===== src/design/soc_cfg_pkg.sv =====
`default_nettype none

package soc_cfg_pkg;

   // Reset pulse timing, in clk_i cycles
   parameter int RST_START_DFLT    = 5;    // External release to pulse start
   parameter int RST_DURATION_DFLT = 10;   // Pulse length

   parameter int MEM_WORDS_DFLT = 256;     // Byte addresses 0 to 1023

endpackage

`default_nettype wire


===== src/design/reset_sequencer.sv =====
`timescale 1ns/10ps
`default_nettype none

module reset_sequencer #(
   parameter int START    = soc_cfg_pkg::RST_START_DFLT,
   parameter int DURATION = soc_cfg_pkg::RST_DURATION_DFLT
) (
   input  logic clk_i,
   input  logic rst_n_i,
   output logic sys_rst_o
);

   localparam int CNT_MAX = START + DURATION;
   localparam int CNT_W   = $clog2(CNT_MAX + 1);

   logic [CNT_W-1:0] cnt_q;   // Cycles since external release

   // Counter stops at the end of the pulse
   always_ff @(posedge clk_i) begin
      if (!rst_n_i) begin
         cnt_q <= '0;
      end else if (cnt_q != CNT_W'(CNT_MAX)) begin
         cnt_q <= cnt_q + 1'b1;
      end
   end

   // Pulse window from START to START plus DURATION
   always_ff @(posedge clk_i) begin
      if (!rst_n_i) begin
         sys_rst_o <= 1'b0;
      end else if (cnt_q == CNT_W'(CNT_MAX)) begin
         sys_rst_o <= 1'b0;
      end else if (cnt_q == CNT_W'(START)) begin
         sys_rst_o <= 1'b1;
      end
   end

endmodule

`default_nettype wire


===== config.mk =====
export PLATFORM = sky130hd
export DESIGN_NAME = reset_sequencer
export DESIGN_NICKNAME = d
export VERILOG_FILES = /design/src/design/soc_cfg_pkg.sv /design/src/design/reset_sequencer.sv
export SDC_FILE = /design/constraint.sdc
export NUM_CORES = 1
export LEC_CHECK = 0
export BUFFER_PORTS_ARGS = -buffer_cell sky130_fd_sc_hd__clkbuf_2
export CORE_AREA = 2 2 39 41
export CTS_BUF_LIST = sky130_fd_sc_hd__clkbuf_16
export CTS_CLUSTER_DIAMETER = 40
export DETAILED_ROUTE_END_ITERATION = 16
export DIE_AREA = 0 0 41 43
export GPL_ROUTABILITY_DRIVEN = 0
export PLACE_DENSITY = 0.45
export SLEW_MARGIN = 20
export SYNTH_ARGS = -nofsm -noshare
export SYNTH_HDL_FRONTEND = slang
export SYNTH_SLANG_ARGS = --single-unit

===== constraint.sdc =====
create_clock -name clk_i -period 1.1 [get_ports clk_i]
set_input_delay 0.22 -clock clk_i [delete_from_list [all_inputs] [get_ports clk_i]]
set_output_delay 0.22 -clock clk_i [all_outputs]
set_load 0.02 [all_outputs]

### Yosys cells after proc, flatten, opt, wreduce, memory -nomap -nowiden

Index checks and enable logic that the tools add are counted.

* bits of input ports: 2
* output and inout port bits: 1
* register bits after elaboration: 5
* word-level logic and storage cells: 8

* add/subtract/negate cells: 1
* equality and inequality tests: 3
* bitwise logic cells: 1
* reduce and logical (&&, ||, !) cells: 1

Operator list (number)
* 4-bit by 1-bit adder with 4-bit output, second input constant: 1
* 4-bit by 3-bit equality test with 1-bit output, second input constant: 1
* 4-bit equality test, second input constant: 1
* 4-bit inequality test, second input constant: 1
* 2-bit OR reduction: 1
* 1-bit NOT: 1

### Logic depth before layout (Yosys ltp)

* depth in word-level cells: 2
* gate-level depth with buffers: 4
* gate-level depth less buffers: 4

### Worst setup path after synthesis

No wires, ideal clock.

* kind: register to register
* from: register cnt_q[0]
* to: register cnt_q[1]
* cell stages (with the launch flop): 4
* buffers on the path: 0
* library setup time: 79 ps
* slack: 77 ps
* required time: 1021 ps
* period minus slack after synthesis: 1023 ps
* data arrival time: 944 ps
* path through: dfxtp_1 > ha_1 > and4b_1 > a211oi_2

* word-level cells in the longest chain between the ends: 1
* elaborated cells between the ends (all ways): 2
* classes of those cells: add/sub: 1; eq/ne: 1

Ends and longest elaborated chain
* start: declaration: RTL line reset_sequencer.sv:16 `logic [CNT_W-1:0] cnt_q;`
* start signal: assignment: RTL line reset_sequencer.sv:23 `cnt_q <= cnt_q + 1'b1;`
* 4-bit by 1-bit adder with 4-bit output or 4-bit inequality test (tied branches): RTL line reset_sequencer.sv:23, reset_sequencer.sv:22

Parallel ways exist; a longest one is shown, timed or not.
A chain may end at the register's enable or synchronous reset.

### Worst setup path in the final report

* from: register cnt_q[1]
* to: register cnt_q[1]

Same word-level chain as after synthesis.

==> reports/qor.txt <==
FF-to-FF setup slack: 40 ps
Post-CTS setup buffer count: 0
Critical path arrival: 1210 ps
CP cell instances: ha_2 > nand3_2 > a211oi_2
Number of enable flip-flop cells after synthesis: 0
Setup CP Type: reg -> reg
Core area: 1384 sq um
Tightest Pin Transition: 272.1 ps
Max Cap Violations: 0
Post-synth net total: 30
Root Driver: clkbuf_16
IO Count: 3
Leakage: 0.1626 nW
Syn Std Cell Area: 255.2 sq um
Min-delay src: rst_n_i
Max incr delay on CP: 380 ps
Worst IR drop on VDD: 1031 uV
Post-synth ARST share: 0
Worst r2r src: cnt_q[1]$_SDFFE_PN0P_
Overflow after GRT: 0
CTS tree: done
Met1 Use GR: 0.07468
Post-detail-place hpwl: 369.8 microns
Design area: 374.1 sq um
Clock Sinks: 5
CP endpoint kind: flop
DIE HEIGHT: 43 microns
Tcrit/Tclk final: 0.9656
Initial Util: 0.1844
Synth warn: 0
Final setup viols: 0
CP required: 1250 ps
R2r worst-path depth: 3
Crit start category: flop
Seq/Total Area, Yosys: 0.3922
Drt total wl: 561 microns
Fin. max-slew vios: 0
RSZ-0062 raised after global routing: yes
Vias per std cell: 4.327
All-Layer GR Usage: 0.08963
Post-placement cell area: 292.8 sq um
Routed Antenna Nets: 0
Max Buffers Root-to-Sink: 2
Gr busiest metal: met2
HP Class: in -> reg
Slew headroom: 0.8180
DP Worst Slack: 24.85 ps
Clk_lat worst skew: 230 ps
R2r endpoint: cnt_q[1]$_SDFFE_PN0P_
Fmax: 941.5 MHz
Slowest cell on crit path: dfxtp_1
PwrDens: 2380 nW/um^2
Initial antenna violation count: 0
WL/cell: 11.45 microns
Row count: 14
Final min period: 1062 ps
Filler Cell Count: 150
Cells after Synth: 26
Share of cells above drive strength 1: 0.3636
Final hold slack: 290.6 ps
Commonest non-fill, non-tap cell in the layout: dfxtp_1
PortBufs: 2
Worst-path fanout max: 5
Syn_area_per_cell: 9.817 sq um
First-pass GRT wire length: 952 microns
TritonCTS Buffers: 3
DRT Pass-1 Iters: 2
Residual DRC: 0
Most frequent cells in the layout: dfxtp_1 (5), inv_1 (3), clkbuf_16 (3)
Worst hold endpoint: cnt_q[1]$_SDFFE_PN0P_
Met2 usage: 0.1406
Synth unique cells: 17
Flops & latches, synth: 5
DIE AREA: 1763 sq um
Vias in the first global route: 220
Met3 Use GR: 0.01571
Most common flop cell mapped by yosys: dfxtp_1
Via count: 212
Largest net degree at the start of global routing: 8
WHS Path Cells: 3
Final net count: 38
Area Overhead vs Synth: 46.57%
Maximum level of the CTS H-tree: 1
Chip Width: 41 microns
CTS clk-pin slew, worst paths: 40 ps
Drt first-iter violations: 4
Final Skew: 3.385 ps
Final setup margin: 37.85 ps
Antenna cells: 0
Setup TNS: 0 ps
Run status: finished, final reports clean
Fin. Hold Viols: 0
[power breakdown]
part,switching [mW],total [mW],leakage (nW),internal [mW]
combinational,0.0407,0.0716,0.0791,0.0309
clock,0.127,0.598,0.0423,0.471
sequential,0.0196,0.221,0.0411,0.201
[state kept, by name, summed over array words and instances, names as in the netlist]
name       count
cnt_q          4
sys_rst_o      1
[kinds of logic (layout without fill, tap and decap cells)]
group                    after synthesis  after routing  synth area share
AO/OA/AOI/OAI                          7              7            0.2157
adder cells (fa/ha/maj)                2              2           0.09802
buffers and inverters                  3             10           0.04411
flip-flops                             5              5            0.3922
multiplexers                           1              1           0.03922
AND/OR/NAND/NOR                        8              8            0.2109
[worst max path at each step]
| stage | start | endpoint | slack (ps) | cells after the start |
|---|---|---|---|---|
| final | cnt_q[1]$_SDFFE_PN0P_ | cnt_q[1]$_SDFFE_PN0P_ | 40 | 3 |
| after global routing | cnt_q[1]$_SDFFE_PN0P_ | cnt_q[1]$_SDFFE_PN0P_ | -50 | 3 |
| after CTS | cnt_q[1]$_SDFFE_PN0P_ | cnt_q[1]$_SDFFE_PN0P_ | 1 | 3 |
| after detailed placement | cnt_q[1]$_SDFFE_PN0P_ | cnt_q[1]$_SDFFE_PN0P_ | 20 | 3 |
| after global placement | cnt_q[1]$_SDFFE_PN0P_ | cnt_q[1]$_SDFFE_PN0P_ | 40 | 3 |
| after floorplan | cnt_q[0]$_SDFFE_PN0P_ | cnt_q[1]$_SDFFE_PN0P_ | 80 | 3 |
[final cells by class]
cell class	count	area [sq um]	share of cell area
Clock buffer	3	75.07	0.2007
Sequential cell	5	100.1	0.2676
Inverter	3	11.26	0.03010
Timing Repair Buffer	3	17.52	0.04682
Tap cell	16	20.02	0.05351
Multi-Input combinational cell	18	146.4	0.3913
Clock inverter	1	3.754	0.01003
[worst max-delay path, delay by kind of cell (launching register included)]
family,cells,cell delay [ps]
flops,1,380
simple gates,1,120
compound gates,1,230
fa+ha+maj,1,250
[timing repair]
| action | in CTS | in global routing |
|---|---|---|
| gates resized for setup | 0 | 1 |
| endpoints found under the setup margin | 0 | 3 |
| hold buffers | 0 | 0 |
[Yosys cell counts, drive strengths merged, types with 2 or more instances]
| master | n | area, sq um |
|---|---|---|
| a211oi | 2 | 25.02 |
| a21oi | 2 | 10.01 |
| dfxtp | 5 | 100.1 |
| ha | 2 | 25.02 |
| inv | 3 | 11.26 |
| nand2 | 2 | 7.510 |
[per-stage QoR]
stage,std cells,utilization,power [mW]
2_1_floorplan,26,-,0.2637
3_3_place_gp,45,0.2116,0.2878
3_5_place_dp,45,0.2116,0.2905
4_1_cts,49,0.2685,0.9035
5_1_grt,49,0.2703,0.9222
6_report,49,0.2703,0.8903
[routing by layer]
| metal | part of all wire | vias to the layer above |
|---|---|---|
| li1 | - | 106 |
| met1 | 0.37 | 98 |
| met2 | 0.56 | 4 |
| met3 | 0.023 | 4 |
| met4 | 0.041 | 0 |
| met5 | 0 | - |
Note: power is estimated with default switching activity, not from simulation.
