[src/design/axil_pkg.sv]
`default_nettype none

package axil_pkg;

   // Byte address and data widths
   parameter int ADDR_W = 12;
   parameter int DATA_W = 32;
   parameter int STRB_W = DATA_W / 8;    // One strobe per byte lane

   // Response codes on bresp and rresp
   parameter logic [1:0] RESP_OKAY   = 2'b00;
   parameter logic [1:0] RESP_SLVERR = 2'b10;

endpackage

`default_nettype wire

[src/design/axil_two_port_arbiter.sv]
`timescale 1ns/10ps
`default_nettype none

module axil_two_port_arbiter (
   input  logic                        clk_i,
   input  logic                        sys_rst_i,
   input  logic                        rst_n_i,
   // System port
   input  logic [axil_pkg::ADDR_W-1:0] s0_awaddr_i,
   input  logic                        s0_awvalid_i,
   output logic                        s0_awready_o,
   input  logic [axil_pkg::DATA_W-1:0] s0_wdata_i,
   input  logic [axil_pkg::STRB_W-1:0] s0_wstrb_i,
   input  logic                        s0_wvalid_i,
   output logic                        s0_wready_o,
   output logic [1:0]                  s0_bresp_o,
   output logic                        s0_bvalid_o,
   input  logic                        s0_bready_i,
   input  logic [axil_pkg::ADDR_W-1:0] s0_araddr_i,
   input  logic                        s0_arvalid_i,
   output logic                        s0_arready_o,
   output logic [axil_pkg::DATA_W-1:0] s0_rdata_o,
   output logic [1:0]                  s0_rresp_o,
   output logic                        s0_rvalid_o,
   input  logic                        s0_rready_i,
   // Tester port
   input  logic [axil_pkg::ADDR_W-1:0] s1_awaddr_i,
   input  logic                        s1_awvalid_i,
   output logic                        s1_awready_o,
   input  logic [axil_pkg::DATA_W-1:0] s1_wdata_i,
   input  logic [axil_pkg::STRB_W-1:0] s1_wstrb_i,
   input  logic                        s1_wvalid_i,
   output logic                        s1_wready_o,
   output logic [1:0]                  s1_bresp_o,
   output logic                        s1_bvalid_o,
   input  logic                        s1_bready_i,
   input  logic [axil_pkg::ADDR_W-1:0] s1_araddr_i,
   input  logic                        s1_arvalid_i,
   output logic                        s1_arready_o,
   output logic [axil_pkg::DATA_W-1:0] s1_rdata_o,
   output logic [1:0]                  s1_rresp_o,
   output logic                        s1_rvalid_o,
   input  logic                        s1_rready_i,
   // Memory side
   output logic [axil_pkg::ADDR_W-1:0] m_awaddr_o,
   output logic                        m_awvalid_o,
   input  logic                        m_awready_i,
   output logic [axil_pkg::DATA_W-1:0] m_wdata_o,
   output logic [axil_pkg::STRB_W-1:0] m_wstrb_o,
   output logic                        m_wvalid_o,
   input  logic                        m_wready_i,
   input  logic [1:0]                  m_bresp_i,
   input  logic                        m_bvalid_i,
   output logic                        m_bready_o,
   output logic [axil_pkg::ADDR_W-1:0] m_araddr_o,
   output logic                        m_arvalid_o,
   input  logic                        m_arready_i,
   input  logic [axil_pkg::DATA_W-1:0] m_rdata_i,
   input  logic [1:0]                  m_rresp_i,
   input  logic                        m_rvalid_i,
   output logic                        m_rready_o
);

   localparam logic [1:0] ST_IDLE = 2'd0;
   localparam logic [1:0] ST_WR   = 2'd1;
   localparam logic [1:0] ST_RD   = 2'd2;

   logic [1:0] state_q, state_d;
   logic       last_q, last_d;   // Port served last, holds the grant outside idle
   logic       s0_wr_req, s1_wr_req;
   logic       s0_req, s1_req;
   logic       idle, pick, sel, sel_wr, active, wr_go, rd_go;

   assign s0_wr_req = s0_awvalid_i && s0_wvalid_i;   // Write needs AW and W together
   assign s1_wr_req = s1_awvalid_i && s1_wvalid_i;
   assign s0_req    = s0_wr_req || s0_arvalid_i;
   assign s1_req    = s1_wr_req || s1_arvalid_i;

   // On a tie the port not served last wins
   assign pick   = (s0_req && s1_req) ? ~last_q : s1_req;
   assign idle   = (state_q == ST_IDLE);
   assign sel    = idle ? pick : last_q;
   assign sel_wr = idle ? (pick ? s1_wr_req : s0_wr_req) : (state_q == ST_WR);
   assign active = rst_n_i && !sys_rst_i && (!idle || s0_req || s1_req);   // Nothing passes in reset
   assign wr_go  = active && sel_wr;
   assign rd_go  = active && !sel_wr;

   // Granted port towards the memory
   assign m_awaddr_o  = sel ? s1_awaddr_i : s0_awaddr_i;
   assign m_awvalid_o = wr_go && (sel ? s1_awvalid_i : s0_awvalid_i);
   assign m_wdata_o   = sel ? s1_wdata_i : s0_wdata_i;
   assign m_wstrb_o   = sel ? s1_wstrb_i : s0_wstrb_i;
   assign m_wvalid_o  = wr_go && (sel ? s1_wvalid_i : s0_wvalid_i);
   assign m_bready_o  = wr_go && (sel ? s1_bready_i : s0_bready_i);
   assign m_araddr_o  = sel ? s1_araddr_i : s0_araddr_i;
   assign m_arvalid_o = rd_go && (sel ? s1_arvalid_i : s0_arvalid_i);
   assign m_rready_o  = rd_go && (sel ? s1_rready_i : s0_rready_i);

   // Handshakes back to the ports, losing port sees all low
   assign s0_awready_o = wr_go && !sel && m_awready_i;
   assign s0_wready_o  = wr_go && !sel && m_wready_i;
   assign s0_bvalid_o  = wr_go && !sel && m_bvalid_i;
   assign s0_arready_o = rd_go && !sel && m_arready_i;
   assign s0_rvalid_o  = rd_go && !sel && m_rvalid_i;
   assign s1_awready_o = wr_go && sel && m_awready_i;
   assign s1_wready_o  = wr_go && sel && m_wready_i;
   assign s1_bvalid_o  = wr_go && sel && m_bvalid_i;
   assign s1_arready_o = rd_go && sel && m_arready_i;
   assign s1_rvalid_o  = rd_go && sel && m_rvalid_i;

   assign s0_bresp_o = m_bresp_i;
   assign s1_bresp_o = m_bresp_i;
   assign s0_rdata_o = m_rdata_i;
   assign s1_rdata_o = m_rdata_i;
   assign s0_rresp_o = m_rresp_i;
   assign s1_rresp_o = m_rresp_i;

   always_comb begin
      state_d = state_q;
      last_d  = last_q;
      case (state_q)
         ST_IDLE: begin
            if (s0_req || s1_req) begin
               state_d = sel_wr ? ST_WR : ST_RD;
               last_d  = pick;
            end
         end
         ST_WR: if (m_bvalid_i && m_bready_o) state_d = ST_IDLE;   // Held until B
         ST_RD: if (m_rvalid_i && m_rready_o) state_d = ST_IDLE;   // Held until R
         default: state_d = ST_IDLE;
      endcase
   end

   always_ff @(posedge clk_i) begin
      if (!rst_n_i || sys_rst_i) begin
         state_q <= ST_IDLE;
         last_q  <= 1'b0;   // Port 1 takes the first tie
      end else begin
         state_q <= state_d;
         last_q  <= last_d;
      end
   end

endmodule

`default_nettype wire

[config.mk]
export PLATFORM = sky130hd
export DESIGN_NAME = axil_two_port_arbiter
export DESIGN_NICKNAME = d
export VERILOG_FILES = /design/src/design/axil_pkg.sv /design/src/design/axil_two_port_arbiter.sv
export SDC_FILE = /design/constraint.sdc
export NUM_CORES = 1
export LEC_CHECK = 0
export BUFFER_PORTS_ARGS = -buffer_cell sky130_fd_sc_hd__buf_2
export CORE_AREA = 2 2 124 126
export CTS_BUF_LIST = sky130_fd_sc_hd__clkbuf_4 sky130_fd_sc_hd__clkbuf_8
export CTS_CLUSTER_DIAMETER = 150
export DETAILED_ROUTE_END_ITERATION = 10
export DIE_AREA = 0 0 126 128
export GPL_TIMING_DRIVEN = 0
export SYNTH_ARGS = -nofsm -noshare
export SYNTH_HDL_FRONTEND = slang
export SYNTH_SLANG_ARGS = --single-unit
export TNS_END_PERCENT = 30
[constraint.sdc]
create_clock -name clk_i -period 2.1 [get_ports clk_i]
set_clock_uncertainty 0.15 [all_clocks]
set_input_delay 0.315 -clock clk_i [delete_from_list [all_inputs] [get_ports clk_i]]
set_output_delay 0.315 -clock clk_i [all_outputs]
set_load 0.005 [all_outputs]
# == Yosys cells after proc, flatten, opt, wreduce, memory -nomap -nowiden ==
# Index checks and enable logic that the tools add are counted.
# word_totals
reg_bits,3
input_bits,174
word_cells,68
# classes
n_eq_ne,5
n_mux,18
bitwise,1
reduce_logical,42
# ops
operator,count
32-bit two-way mux,1
1-bit logical AND,28
12-bit two-way mux,2
1-bit two-way mux,9
2-bit two-way mux,4
1-bit logical OR,6
2-bit case mux with 3 select lines,1
1-bit logical NOT,5
4-bit two-way mux,1
2-bit by 1-bit inequality test with 1-bit output (second input constant),2
3-bit AND reduction,1
2-bit by 1-bit == test with 1-bit output (second input constant),1
2-bit == test (second input constant),1
2-bit logical NOT,1
2-bit inequality test (second input constant),1
2-bit AND reduction,1
1-bit inverter,1

# == Depth between registers and ports, before layout ==
# depth
depth_word,12
mapped_depth,7
depth_no_buf,5

# == Worst setup path after synthesis ==
# No wires, ideal clock.
# synth_timing
kind,reg2out
from,register state_q[0]
to,output m_araddr_o[0] (netlist bit)
t_arrival_ns,1.397
slack_ns,0.238
path_stages_with_launch,6
cell_sequence,dfxtp_1 buf_2 nor2_2 mux2_4 buf_6 mux2_4
# synth_via
elab_chain_cells,3
# synth_lines
element,line_no,rtl
from (decl),axil_two_port_arbiter.sv:68,"logic [1:0] state_q, state_d;"
from (signal assigned),axil_two_port_arbiter.sv:139,state_q <= state_d;
2-bit logical NOT,axil_two_port_arbiter.sv:81,assign idle = (state_q == ST_IDLE);
1-bit two-way mux,axil_two_port_arbiter.sv:82,assign sel = idle ? pick : last_q;
12-bit two-way mux,axil_two_port_arbiter.sv:95,assign m_araddr_o = sel ? s1_araddr_i : s0_araddr_i;
to (decl),axil_two_port_arbiter.sv:55,"output logic [axil_pkg::ADDR_W-1:0] m_araddr_o,"
# No other way between the ends.

# == Worst setup path in the final report ==
# layout_timing
from,input s1_wvalid_i
to,output m_wdata_o[20] (netlist bit)
# layout_via
elab_chain_cells,6
# layout_lines
element,line_no,rtl
from (decl),axil_two_port_arbiter.sv:32,"input logic s1_wvalid_i,"
1-bit logical AND (*),axil_two_port_arbiter.sv:75,assign s1_wr_req = s1_awvalid_i && s1_wvalid_i;
1-bit logical OR (*),axil_two_port_arbiter.sv:77,assign s1_req = s1_wr_req || s1_arvalid_i;
1-bit logical AND,axil_two_port_arbiter.sv:80,assign pick = (s0_req && s1_req) ? ~last_q : s1_req;
1-bit two-way mux (*),axil_two_port_arbiter.sv:80,
1-bit two-way mux (*),axil_two_port_arbiter.sv:82,
32-bit two-way mux (*),axil_two_port_arbiter.sv:91,assign m_wdata_o = sel ? s1_wdata_i : s0_wdata_i;
to (decl),axil_two_port_arbiter.sv:48,"output logic [axil_pkg::DATA_W-1:0] m_wdata_o,"
# Every way passes the cells marked *; elsewhere a longest branch is shown, timed or not.

==> metrics.md <==
| Metric | Value |
|---|---|
| Ys async rst share | `0%` |
| Worst setup SP type | `input pin` |
| Final setup vio count | `60` |
| Antenna Nets Post-Route | `0` |
| Placer Congestion | `roughly 0.73` |
| Worst-case reg-to-reg path depth | `6` |
| Initial antenna violation count | `0` |
| Vias in the first global route | `between 2000 and 2500` |
| Synthesized cell area | `between 2000 and 2500 um2` |
| Slew margin rel. | `75.4%` |
| Layout Nets | `just under 700` |
| HPWL after detailed placement | `slightly above 8000 um` |
| Ports | `321` |
| Full die area | `around 16000 um2` |
| Worst Path Required | `1630 ps` |
| DR WL/cell | `around 13 um` |
| Area growth syn-to-layout | `92.7%` |
| Crit path DAT | `between 1500 and 2000 ps` |
| Skew-Pair Late Insertion Delay | `between 200 and 250 ps` |
| CTS tree | `yes` |
| Peak VDD IR | `0.135 mV` |
| PwrDens | `about 340 nW/um2` |
| CP Class | `input pin to output pin` |
| Crit path max fanout | `10` |
| Clock transition at path regs | `roughly 30 ps` |
| Yosys reg bits | `3` |
| Worst path max stage delay | `around 320 ps` |
| Status | `finished with violations` |
| Row count | `45` |
| Slowest cell on crit path | `mux2_4` |
| # H-tree levels | `1` |
| Worst-margin pin slew | `between 300 and 400 ps` |
| Setup_tns | `-5920 ps` |
| CTS Buf Count | `3` |
| Final worst setup slack | `-122 ps` |
| Starting Density | `between 10% and 20%` |
| Worst hold slack | `between 200 and 250 ps` |
| Failing checks | `setup timing` |
| Number of synthesized flops with an enable pin | `0` |
| GRT overflow | `0` |
| Final Cell Area | `a little under 4000 um2` |
| Final wirelength | `between 9000 and 10000 um` |
| Final Cycle Share | `106%` |
| Distinct cells, synth | `31` |
| Port bufs | `284` |
| CTS sink count | `3` |
| Pins Over Slew Limit | `0` |
| Die Width | `approximately 130 um` |
| Hold Path Depth | `2` |
| Lkg Pwr | `2.31 nW` |
| First-pass GRT wire length | `roughly 12000 um` |
| Worst hold-check path type | `input pin to flop` |
| Vias | `between 2000 and 3000` |
| Largest net degree at the start of global routing | `11` |
| Drt first-iter violations | `58` |
| Max-capacitance violation count | `0` |
| Vias/cell | `approximately 3.7` |
| Synth Area per Inst | `between 9 and 10 um2` |
| Syn Nets | `~400` |
| F_max | `roughly 0.45 GHz` |
| Yosys warning count | `0` |
| Cells after Synth | `approximately 220` |
| ANT cells | `0` |
| Clock Path Buffers | `2` |
| Final min period | `roughly 2200 ps` |
| Fraction of layout cells with a size suffix above 1 | `between 80% and 90%` |
| Core Box Area | `14900 um2` |
| Pre-Repair DR Iteration Count | `4` |
| Total track usage | `9.68%` |
| RSZ-0062 raised after global routing | `yes` |
| Prevailing post-synth register cell | `dfxtp_1` |
| Cells along the critical path | `buf_2 > a21o_4 > o21ai_1 > mux2_4 > buf_6 > mux2_4 > buf_2` |
| Critical Path End Type | `output pin` |
| DRC | `0` |
| Placed Area | `3670 um2` |
| Die Y | `approximately 130 um` |
| Seq/Total Area, Yosys | `~3.0%` |
| Root buffer cell | `clkbuf_8` |
| Tot Pwr | `roughly 1.3 mW` |
| Final hold vios | `0` |
==> timing repair <==
action                                  in CTS  in global routing
resized for setup                           15                 12
pin swaps                                    3                  1
cloned                                       1                  0
hold buffers                                 0                  0
endpoints found under the setup margin      73                 74
buffers inserted                             3                  1
==> sequential cells by signal (all words and copies together), names as in the netlist <==
name / flops
last_q: 1
state_q: 2
==> kinds of logic after synthesis <==
logic type             after synthesis  share of synthesized area, %
muxes                               61                          45.4
buffers and inverters               86                          32.0
DFF                                  3                          2.98
AOI/OAI and AO/OA                   28                          9.75
and+or+nand+nor                     40                          9.81
==> metrics by stage <==
step                      worst slack [ps]  instances  util, %
after detailed placement              -347        690     24.7
final                                 -122        697     26.1
after global placement                -316        690     24.7
after global routing                  -189        697     26.1
after CTS                             -109        696     25.7
after floorplan                        238        218        -
==> cell type report <==
class / instances / area (um2)
Fill cell: 1645 / 11000
Timing Repair Buffer: 289 / 1510
Multi-Input combinational cell: 129 / 1370
Buffer: 80 / 637
Tap cell: 188 / 235
Sequential cell: 3 / 68.8
Clock buffer: 4 / 48.8
Inverter: 4 / 15.0
==> routing by layer <==
layer | part of all wire, % | wire [um] | vias up | global-route usage [%]
met5 | 0 | 0 | - | 0
met4 | 0.35 | 32 | 0 | 1.16
met3 | 10 | 906 | 5 | 2.71
met2 | 52 | 4690 | 171 | 18.5
met1 | 38 | 3470 | 1114 | 11.0
li1 | - | - | 1279 | -
==> cell usage in the layout (no fill, tap or decap), drive strengths merged, types with 2 or more instances in the layout <==
cell type | netlist | final
nand3b | 3 | 3
buf | 82 | 369
nor4 | 2 | 2
o221ai | 3 | 3
o21ai | 6 | 6
o22ai | 2 | 2
a21oi | 4 | 4
nand2 | 8 | 8
clkbuf | 0 | 4
nand2b | 3 | 3
mux2 | 61 | 61
and3 | 5 | 5
nor2 | 15 | 15
inv | 4 | 4
dfxtp | 3 | 3
a31oi | 3 | 3
o221a | 2 | 2
a21boi | 3 | 3
==> cells in the mapped netlist, types with 3 or more instances <==
cell type  number  share of area [%]
buf_6           6                3.4
nand3b_1        3                1.1
dfxtp_1         3                3.0
nand2_1         8                1.5
nand2b_1        3               0.93
o221ai_1        3                1.3
buf_4          73                 27
and3_1          5                1.6
nor2_1         14                2.6
buf_2           3               0.74
o21ai_0         5                1.2
a31oi_1         3               0.93
inv_1           4               0.74
a21oi_1         4               0.99
mux2_4         61                 45
==> path summary, 6_finish.rpt <==
path | startpoint | to | slack (ps)
max | s1_wvalid_i | m_wdata_o[20] | -120
min | m_bvalid_i | state_q[0] | 210
max reg2reg | state_q[1] | state_q[1] | 480
min reg2reg | state_q[1] | state_q[1] | 410
==> critical path: cells and delay by family <==
kind            cells  cell delay [ps]
mux                 2              620
buf+inv             3              480
compound gates      2              340
==> where the power goes <==
group	switching, mW	internal (mW)
registers	0.00579	0.0608
logic	0.395	0.684
clock network	0.0405	0.143
No activity file was read; power rests on OpenSTA's default activity.
